File: src/wb_mem_pkg.sv
package wb_mem_pkg;

    // bus geometry
    localparam int DATA_W = 32;
    localparam int SEL_W  = DATA_W / 8;     // one lane per byte
    localparam int ADDR_W = 12;             // word address

    // implemented storage, addresses at or above MEM_WORDS are errors
    localparam int MEM_WORDS = 1024;
    localparam int MEM_AW    = $clog2(MEM_WORDS);

    // request queue
    localparam int QUEUE_DEPTH = 8;
    localparam int QPTR_W      = $clog2(QUEUE_DEPTH);
    localparam int QCNT_W      = $clog2(QUEUE_DEPTH + 1);

    // start-up stall, in clock cycles
    localparam int INIT_STALL_CYCLES = 16;
    localparam int STALL_CNT_W       = $clog2(INIT_STALL_CYCLES + 1);

    // service wait, in clock cycles
    localparam int SAME_DELAY   = 2;        // direction unchanged
    localparam int SWITCH_DELAY = 5;        // read to write or back
    localparam int MAX_DELAY    = (SWITCH_DELAY > SAME_DELAY) ? SWITCH_DELAY : SAME_DELAY;
    localparam int DLY_W        = $clog2(MAX_DELAY + 1);

endpackage

File: src/wb_resp_stage.sv
`timescale 1ns/1ps

module wb_resp_stage
    import wb_mem_pkg::*;
(
    input  logic              clk_i,
    input  logic              rst_n_i,

    // from the service engine
    input  logic              done_i,
    input  logic              err_i,
    input  logic [DATA_W-1:0] rdata_i,

    // wishbone response
    output logic              ack_o,
    output logic              err_o,
    output logic [DATA_W-1:0] rdata_o
);

    logic ok;

    assign ok = done_i && !err_i;   // ack and err never together

    always_ff @(posedge clk_i) begin
        if (!rst_n_i) begin
            ack_o   <= 1'b0;
            err_o   <= 1'b0;
            rdata_o <= '0;
        end else begin
            ack_o   <= ok;
            err_o   <= done_i && err_i;
            rdata_o <= ok ? rdata_i : '0;   // bus data only alongside ack
        end
    end

endmodule
File: config.mk
export PLATFORM = sky130hd
export DESIGN_NAME = wb_resp_stage
export DESIGN_NICKNAME = d
export VERILOG_FILES = /design/src/wb_mem_pkg.sv /design/src/wb_resp_stage.sv
export SDC_FILE = /design/constraint.sdc
export NUM_CORES = 1
export LEC_CHECK = 0
export ABC_AREA = 1
export BUFFER_PORTS_ARGS = -buffer_cell sky130_fd_sc_hd__buf_2
export CAP_MARGIN = 20
export CORE_AREA = 2 2 54 56
export DETAILED_ROUTE_END_ITERATION = 12
export DIE_AREA = 0 0 56 58
export GPL_TIMING_DRIVEN = 0
export PLACE_DENSITY = 0.71
export SKIP_LAST_GASP = 1
export SLEW_MARGIN = 10
export SYNTH_ARGS = -nofsm -noshare
export SYNTH_HDL_FRONTEND = slang
export SYNTH_SLANG_ARGS = --single-unit
File: constraint.sdc
create_clock -name clk_i -period 0.9 [get_ports clk_i]
set_clock_uncertainty 0.1 [all_clocks]
set_input_delay 0.18 -clock clk_i [delete_from_list [all_inputs] [get_ports clk_i]]
set_output_delay 0.18 -clock clk_i [all_outputs]
set_load 0.1 [all_outputs]
==> run summary <==
Leakage Power - 1.16 nW
Post-DP HPWL - 1540 µm
Slew margin rel. - 92.3%
Main combinational cell family by area after synthesis - buffers and inverters
WS Path Type - flop to output pin
Footprint of the multi-input gates - 150 µm²
Area grow syn2layout - 140%
Worst stage delay on the critical path - 0.38 ns
Unrepaired setup endpoints after global routing - true
Worst Path Max Fanout - 1
Post-route ant nets - 0
Share of layout cells above drive strength 1 - 53.3%
Critical Path RT - 0.62 ns
Total setup buffers inserted after CTS - 0
Sequential share of the synthesized area - 68.6%
GRT Total Usage - 21.7%
DRT Wirelength - 3270 µm
Least-Margin Pin Slew - 0.115 ns
Failing checks - negative setup slack
Power Internal - 2.07 mW
Top cell type's share of synthesized area - 68.6%
TritonRoute pass-1 iters - 4
Synth Cell Area - 992 µm²
Hold Path Origin - rst_n_i
Final setup TNS - -8.02 ns
Warnings, synthesis - 0
Fillers - 108
TritonCTS buffer count - 5
Combinational Power Share - 25.3%
Crit path launch - rdata_o[26]$_SDFF_PN0_
Main area contributors after synthesis - dfxtp_1 69%, inv_1 13%, nor2_1 12%
Via Count - 1004
Family with the most delay on the worst path - flip-flops
Clock power frac - 24.4%
Total die area - 3250 µm²
Violation count after the first detailed-routing iteration - 14
Met1 Usage GRT - 20.4%
First-pass GRT wire length - 5210 µm
Critical-path cell list - buf_12
Final Setup Violations - 34
Adder-Cell Fraction of Synth Area - 0%
Worst vdd ir - 1.23 mV
Clk buf depth - 2
Compound-cell area share of the yosys netlist - 0%
Cell variety after synth - 7
CTS tree - built
DR DRC count - 0
Hold depth - 3
Placed insts - 206
Power per standard cell area - 1260 nW/µm²
Fmax - 0.864 GHz
Die Ht - 58 µm
Critical Path Source Type - flop
Period minus WS final - 1.16 ns
ANT cells - 0
Final critical-path share of the clock period - 129%
CTS sink count - 34
Sw Share - 30.9%
Final nets - 251
Via/cell ratio - 4.10
IO Count - 70
Initial antenna violation count - 0
CP max stage cell - dfxtp_4
NetSw - 0.926 mW
Post-route setup slack - -0.258 ns
Reg clk slew, reported paths - 0.10 ns
CTS root buffer - clkbuf_4
Crit path depth - 1
Crit end category - output pin
Final hold violations - 0
Met2 GRT Util - 43.5%
# rows - 19
H-tree depth - 2
Synthesized net count - 142
Flops & latches, synth - 34
Vias in the first global route - 1142
Busiest grt layer - met2
Global Route met3 Usage - 7.37%
Mean Syn Cell Area - 9.36 µm²
Hold WS - 0.0131 ns
Simple-Gate Fraction of Synth Area - 15.1%
GP Congestion - 0.643
Largest net degree at the start of global routing - 11
Proportion of synthesized area in mux cells - 0%
Remaining global-route overflow - 0
Count of input and output buffers - 69
Die W - 56 µm
Hold/Removal Path Class - primary input to flop
Post-Synth XOR/XNOR Area - 0%
Crit path DAT - 0.88 ns
Status - finished, violations left
Max-capacitance violation count - 0
Pins Over Slew Limit - 0
Buf/Inv on CP - 1
Leading area contributor after synthesis - dfxtp_1
Syn Inst Count - 106
Share of total power in sequential cells - 50.3%
Starting Density - 37.3%
WL per Instance - 13.3 µm
Core area - 2660 µm²
Sequential Area - 808 µm²
Final Non-Filler Cells - 245
==> state kept, by name, summed over array words and instances (netlist names) <==
register	flops
ack_o	1
rdata_o	32
err_o	1
==> metal layers <==
layer | vias up | share of wire, %
met2 | 57 | 55
met3 | 7 | 8.3
met4 | 0 | 1.8
met5 | - | 0
met1 | 442 | 35
li1 | 498 | -
==> power by group through the flow <==
stage | logic [mW] | clock network [mW] | registers, mW
floorplan | 0.0690 | 0 | 1.83
global placement | 0.497 | 0 | 1.52
detailed placement | 0.503 | 0 | 1.52
CTS | 0.742 | 0.742 | 1.51
global route | 0.789 | 0.807 | 1.51
finish | 0.758 | 0.733 | 1.51
==> what timing repair did <==
item / 4_1_cts / 5_1_grt
hold endpoints to repair: 33 / 0
endpoints found under the setup margin: 34 / 34
resized for setup: 136 / 0
hold buffers: 33 / 0
==> cells in the mapped netlist (all sizes together) <==
master   n
buf      3
dfxtp   34
nand2    1
inv     34
nor2    33
nand3    1
==> stage by stage <==
step                instance area (µm²)  setup slack, ns  power (mW)  utilization [%]
global placement                   1500           -0.106        2.01             56.5
floorplan                          1120            0.116        1.90                -
CTS                                2390           -0.260        2.99             89.6
global route                       2390           -0.282        3.11             89.6
finish                             2390           -0.258        3.00             89.6
detailed placement                 1500           -0.110        2.02             56.5
==> kinds of logic (layout without fill, tap and decap cells) <==
group | Yosys count | in the layout
buf+inv | 37 | 145
flops | 34 | 34
simple gates | 35 | 35
==> area by class of cell <==
cell class	instances	area share [%]
clock inverters	1	0.157
multi-input cells	35	6.29
plain buffers	3	1.42
flip-flops and latches	34	33.9
repair buffers	102	49.7
inverters	34	5.35
clock buffers	5	1.57
well taps	31	1.63
==> layout by cell type, fill, tap and decap left out <==
cell type	instances
clkinv_1	1
nand2_1	1
nand3_4	1
buf_12	34
nor2_1	31
dfxtp_4	34
dlygate4sd3_1	33
buf_2	35
clkbuf_4	5
buf_6	3
nor2_2	2
inv_1	34
==> final timing paths <==
| kind | endpoint | slack (ns) |
|---|---|---|
| worst max-delay path | rdata_o[26] | -0.26 |
| worst min-delay path | err_o$_SDFF_PN0_ | 0.01 |
No activity file was read; power rests on OpenSTA's default activity.
