==> src/wb_mem_pkg.sv <==
package wb_mem_pkg;

    // bus geometry
    localparam int DATA_W = 32;
    localparam int SEL_W  = DATA_W / 8;     // one lane per byte
    localparam int ADDR_W = 12;             // word address

    // implemented storage, addresses at or above MEM_WORDS are errors
    localparam int MEM_WORDS = 1024;
    localparam int MEM_AW    = $clog2(MEM_WORDS);

    // request queue
    localparam int QUEUE_DEPTH = 8;
    localparam int QPTR_W      = $clog2(QUEUE_DEPTH);
    localparam int QCNT_W      = $clog2(QUEUE_DEPTH + 1);

    // start-up stall, in clock cycles
    localparam int INIT_STALL_CYCLES = 16;
    localparam int STALL_CNT_W       = $clog2(INIT_STALL_CYCLES + 1);

    // service wait, in clock cycles
    localparam int SAME_DELAY   = 2;        // direction unchanged
    localparam int SWITCH_DELAY = 5;        // read to write or back
    localparam int MAX_DELAY    = (SWITCH_DELAY > SAME_DELAY) ? SWITCH_DELAY : SAME_DELAY;
    localparam int DLY_W        = $clog2(MAX_DELAY + 1);

endpackage

==> src/wb_req_queue.sv <==
`timescale 1ns/1ps

module wb_req_queue
    import wb_mem_pkg::*;
(
    input  logic              clk_i,
    input  logic              rst_n_i,

    // wishbone request side
    input  logic              cyc_i,
    input  logic              stb_i,
    input  logic              we_i,
    input  logic [ADDR_W-1:0] addr_i,
    input  logic [SEL_W-1:0]  sel_i,
    input  logic [DATA_W-1:0] wdata_i,
    output logic              stall_o,

    // head of queue towards the engine
    input  logic              pop_i,
    output logic              valid_o,
    output logic              we_o,
    output logic [ADDR_W-1:0] addr_o,
    output logic [SEL_W-1:0]  sel_o,
    output logic [DATA_W-1:0] wdata_o
);

    // entry storage, one array per field
    logic              we_q    [QUEUE_DEPTH];
    logic [ADDR_W-1:0] addr_q  [QUEUE_DEPTH];
    logic [SEL_W-1:0]  sel_q   [QUEUE_DEPTH];
    logic [DATA_W-1:0] wdata_q [QUEUE_DEPTH];

    logic [QPTR_W-1:0]      wr_ptr;
    logic [QPTR_W-1:0]      rd_ptr;
    logic [QCNT_W-1:0]      count;
    logic [STALL_CNT_W-1:0] init_cnt;

    logic push;
    logic pop;
    logic near_full;

    assign near_full = (count >= QCNT_W'(QUEUE_DEPTH - 1)); // one slot spare for the registered count
    assign stall_o   = (init_cnt != '0) || near_full;

    assign push = cyc_i && stb_i && !stall_o;
    assign pop  = pop_i && (count != '0);

    // start-up stall counter
    always_ff @(posedge clk_i) begin
        if (!rst_n_i) begin
            init_cnt <= STALL_CNT_W'(INIT_STALL_CYCLES);
        end else if (init_cnt != '0) begin
            init_cnt <= init_cnt - STALL_CNT_W'(1);
        end
    end

    // pointers and occupancy
    always_ff @(posedge clk_i) begin
        if (!rst_n_i) begin
            wr_ptr <= '0;
            rd_ptr <= '0;
            count  <= '0;
        end else begin
            if (push) begin
                wr_ptr <= (wr_ptr == QPTR_W'(QUEUE_DEPTH - 1)) ? '0 : wr_ptr + QPTR_W'(1);
            end
            if (pop) begin
                rd_ptr <= (rd_ptr == QPTR_W'(QUEUE_DEPTH - 1)) ? '0 : rd_ptr + QPTR_W'(1);
            end
            case ({push, pop})
                2'b10:   count <= count + QCNT_W'(1);
                2'b01:   count <= count - QCNT_W'(1);
                default: count <= count;   // idle, or push and pop together
            endcase
        end
    end

    // capture request fields, write data included
    always_ff @(posedge clk_i) begin
        if (push) begin
            we_q[wr_ptr]    <= we_i;
            addr_q[wr_ptr]  <= addr_i;
            sel_q[wr_ptr]   <= sel_i;
            wdata_q[wr_ptr] <= wdata_i;
        end
    end

    assign valid_o = (count != '0);
    assign we_o    = we_q[rd_ptr];
    assign addr_o  = addr_q[rd_ptr];
    assign sel_o   = sel_q[rd_ptr];
    assign wdata_o = wdata_q[rd_ptr];

endmodule

==> config.mk <==
export PLATFORM = sky130hd
export DESIGN_NAME = wb_req_queue
export DESIGN_NICKNAME = d
export VERILOG_FILES = /design/src/wb_mem_pkg.sv /design/src/wb_req_queue.sv
export SDC_FILE = /design/constraint.sdc
export NUM_CORES = 1
export LEC_CHECK = 0
export BUFFER_PORTS_ARGS = -buffer_cell sky130_fd_sc_hd__buf_2
export CORE_UTILIZATION = 64
export CTS_CLUSTER_DIAMETER = 40
export DETAILED_ROUTE_END_ITERATION = 8
export PLACE_DENSITY = 0.94
export RECOVER_POWER = 25
export SYNTH_ARGS = -nofsm -noshare
export SYNTH_HDL_FRONTEND = slang
export SYNTH_SLANG_ARGS = --single-unit
export TNS_END_PERCENT = 5
==> constraint.sdc <==
create_clock -name clk_i -period 21.5 [get_ports clk_i]
set_input_delay 6.45 -clock clk_i [delete_from_list [all_inputs] [get_ports clk_i]]
set_output_delay 6.45 -clock clk_i [all_outputs]
set_load 0.01 [all_outputs]
==> results.tsv <==
stage	metric	value	unit
run	Max Cap Viol	0	
synthesis	Ys Warns	0	
detailed_routing	Final ANT Viol Nets	0	
grt	GRT Total Usage	29.0	%
grt	first-pass GRT wire length	50.4	mm
critical_path	CP Max Fanout	40	
finish	Non-Filler Cell Area, Final	0.0180	sq mm
placed_design	hpwl dp	17.5	mm
clocking	Sinks on Clock Net	410	
critical_path	slowest CP cell	buf_4	
clocking	CTS clk-pin slew, worst paths	0.05	ns
floorplan	die area	0.0250	sq mm
clocking	hold buffers post-CTS	0	
clocking	Setup Fix Bufs, Post-CTS	0	
hold_path	Hold/Removal Path Class	flop to flop	
grt	grt total ovfl	0	
finish	fillcell total	1157	
synthesis	Post-Synthesis Cells	673	
sta	min Tclk post-route	10.21	ns
synthesis	most common cell in the netlist	edfxtp_1	
finish	Layout area overhead	15.4	%
detailed_routing	DRC	0	
critical_path	CP most frequent cell	buf_4	
detailed_routing	average wire per standard cell	29.9	um
clocking	Num CTS Buffers	44	
synthesis	Synth cell types	40	
finish	Final nets	873	
synthesis	most frequent cells after synthesis	edfxtp_1, mux4_2, mux2_2, clkbuf_1, dfxtp_1	
placed_design	routability cong.	0.694	
placed_design	Placed Area	0.0166	sq mm
power	leak pwr	5.70	nW
finish	register area	0.0121	sq mm
critical_path	Crit path required time	15.05	ns
detailed_routing	Via Count	7625	
sta	Final period util	47.5	%
clocking	clock tree buffer depth	3	
synthesis	largest cells by area after synthesis	edfxtp_1, mux4_2, mux2_2, dfxtp_1, ha_1	
power	VDD IR-drop max	0.0673	mV
finish	share of cells above drive strength 1	37.0	%
grt	initial antenna violation count	5	
synthesis	area of the mapped netlist	0.0156	sq mm
detailed_routing	DR vias/cell	6.55	
grt	vias in the first global route	8046	
floorplan	num ports	105	
synthesis	post-synth top area share	75.5	%
grt	largest net degree at the start of global routing	81	
placed_design	PortBufs	104	
floorplan	FP Rows	56	
synthesis	Mapped Avg Cell Area	23.2	sq um
sta	RSZ-0062 raised after global routing	no	
floorplan	Die H	158	um
sta	final setup fails	0	
sta	final clock skew	0.0330	ns
sta	Max-slew headroom	24.8	%
sta	achievable frequency	0.0980	GHz
clocking	PostCTS Resize Cnt	0	
detailed_routing	Initial DRC Count	813	
clocking	insertion delay to the later sink of the worst-skew pair	0.56	ns
critical_path	CP peak stage delay	0.74	ns
synthesis	Synth async-reset ratio	0	%
synthesis	EDFF count, synth	392	
critical_path	crit path cell chain	buf_4 -> buf_4 -> mux4_2 -> mux2_2 -> buf_2	
power	Pwr Density	98.0	mW/mm^2
clocking	H-Tree Depth	2	
detailed_routing	final WL	34.8	mm
clocking	CTS tree	done	
sta	Hold Fails Final Rpt	0	
synthesis	sequential cell area fraction in the yosys report	77.8	%
floorplan	Die Wd	158	um
detailed_routing	drt first pass iters	5	
synthesis	Post-Syn Nets	736	
outcome	outcome	complete, no violations	
finish	footprint of the multi-input gates	0.00337	sq mm
synthesis	commonest register cell after synthesis	edfxtp_1	
critical_path	CP Capture Type	output pin	
clocking	CTS Root Cell	clkbuf_16	
sta	Slew @ Worst Pin	1.13	ns
sta	total negative slack	0	ns
critical_path	Crit Path Class	flop to output pin	
floorplan	core area	0.0237	sq mm
synthesis	FF+latch count, synth	410	
critical_path	CP startpoint kind	flop	
synthesis	area leader, netlist	edfxtp_1	
critical_path	arrival time worst endpoint	3.76	ns
floorplan	starting density of the core	65.9	%
sta	final slew viol count	0	
[per-layer routing]
metal / track usage (%) / part of all wire [%]
met1: 36.5 / 36
met2: 49.0 / 52
met5: 0 / 0.14
met4: 10.8 / 2.8
met3: 7.47 / 9.3
[metrics by stage]
step                      power, mW  utilization [%]  worst slack (ns)  cells  hold slack [ns]
after CTS                      1.77             76.2             11.15   1164            0.460
after floorplan               0.983                -              8.87    673            0.447
after global routing           1.81             76.0             10.99   1164            0.482
after detailed placement       1.02             70.0             11.78   1083            0.477
final                          1.76             76.0             11.29   1165            0.461
after global placement         1.01             70.0             11.89   1083            0.452
[area by class of cell]
class / count / area share [%]
sequential: 410 / 67.5
clock buffer: 53 / 6.42
antenna: 1 / 0.0139
clock inverter: 28 / 1.63
timing repair buffer: 123 / 3.44
tap: 319 / 2.22
inverter: 4 / 0.0834
multi-input combinational: 227 / 18.7
[sequential cells by signal, indices dropped and copies added, names as in the netlist, named ones only]
| register | count |
|---|---|
| wdata_q | 256 |
| sel_q | 32 |
| count | 4 |
| wr_ptr | 3 |
| rd_ptr | 3 |
| addr_q | 96 |
| init_cnt | 5 |
| we_q | 8 |
[critical path, delay by kind of cell, from the launching register on]
family | cells | cell delay, ns
buffers and inverters | 3 | 1.55
multiplexers | 2 | 0.92
flip-flops | 1 | 0.67
[worst paths after layout]
path / startpoint / endpoint / slack, ns / cells past startpoint
max: flop / wdata_o[23] / 11.29 / 5
min: rd_ptr[1]$_SDFFE_PN0N_ / flop / 0.46 / 2
max reg2reg: init_cnt[0]$_SDFFE_PN0P_ / wdata_q[7][4]$_DFFE_PP_ / 17.86 / 7
min reg2reg: rd_ptr[1]$_SDFFE_PN0N_ / flop / 0.46 / 2
[where the power goes]
| part | internal [mW] | switching [mW] |
|---|---|---|
| Sequential | 0.885 | 0.00996 |
| Clock | 0.439 | 0.319 |
| Combinational | 0.0534 | 0.0579 |
| Total | 1.38 | 0.387 |
[cell families (layout without fill, tap and decap cells)]
| group | after synthesis | after routing | share of synthesized area (%) |
|---|---|---|---|
| adder cells (fa/ha/maj) | 9 | 9 | 0.722 |
| other | 0 | 1 | 0 |
| flip-flops | 410 | 410 | 77.8 |
| multiplexers | 149 | 149 | 17.8 |
| AO/OA/AOI/OAI | 13 | 13 | 0.545 |
| XOR/XNOR | 6 | 6 | 0.337 |
| buffers and inverters | 36 | 208 | 0.954 |
| AND/OR/NAND/NOR | 50 | 50 | 1.87 |
[cells in the final DEF (no fill, tap or decap), types with 3 or more instances in the layout]
cell / netlist / final
clkinv_2: 0 / 5
clkbuf_16: 0 / 45
inv_1: 4 / 4
buf_4: 0 / 19
bufinv_16: 0 / 4
nand3_1: 4 / 4
clkinvlp_4: 0 / 4
edfxtp_1: 392 / 392
or3_1: 3 / 3
mux4_2: 98 / 98
buf_2: 11 / 69
nand2_1: 15 / 15
mux2_2: 49 / 49
xnor2_1: 4 / 4
o21ai_1: 3 / 3
a21boi_1: 3 / 3
ha_1: 9 / 9
clkbuf_1: 18 / 43
nor2_1: 6 / 5
clkinv_1: 0 / 8
dfxtp_1: 18 / 15
Power figures use the tool's default switching activity.
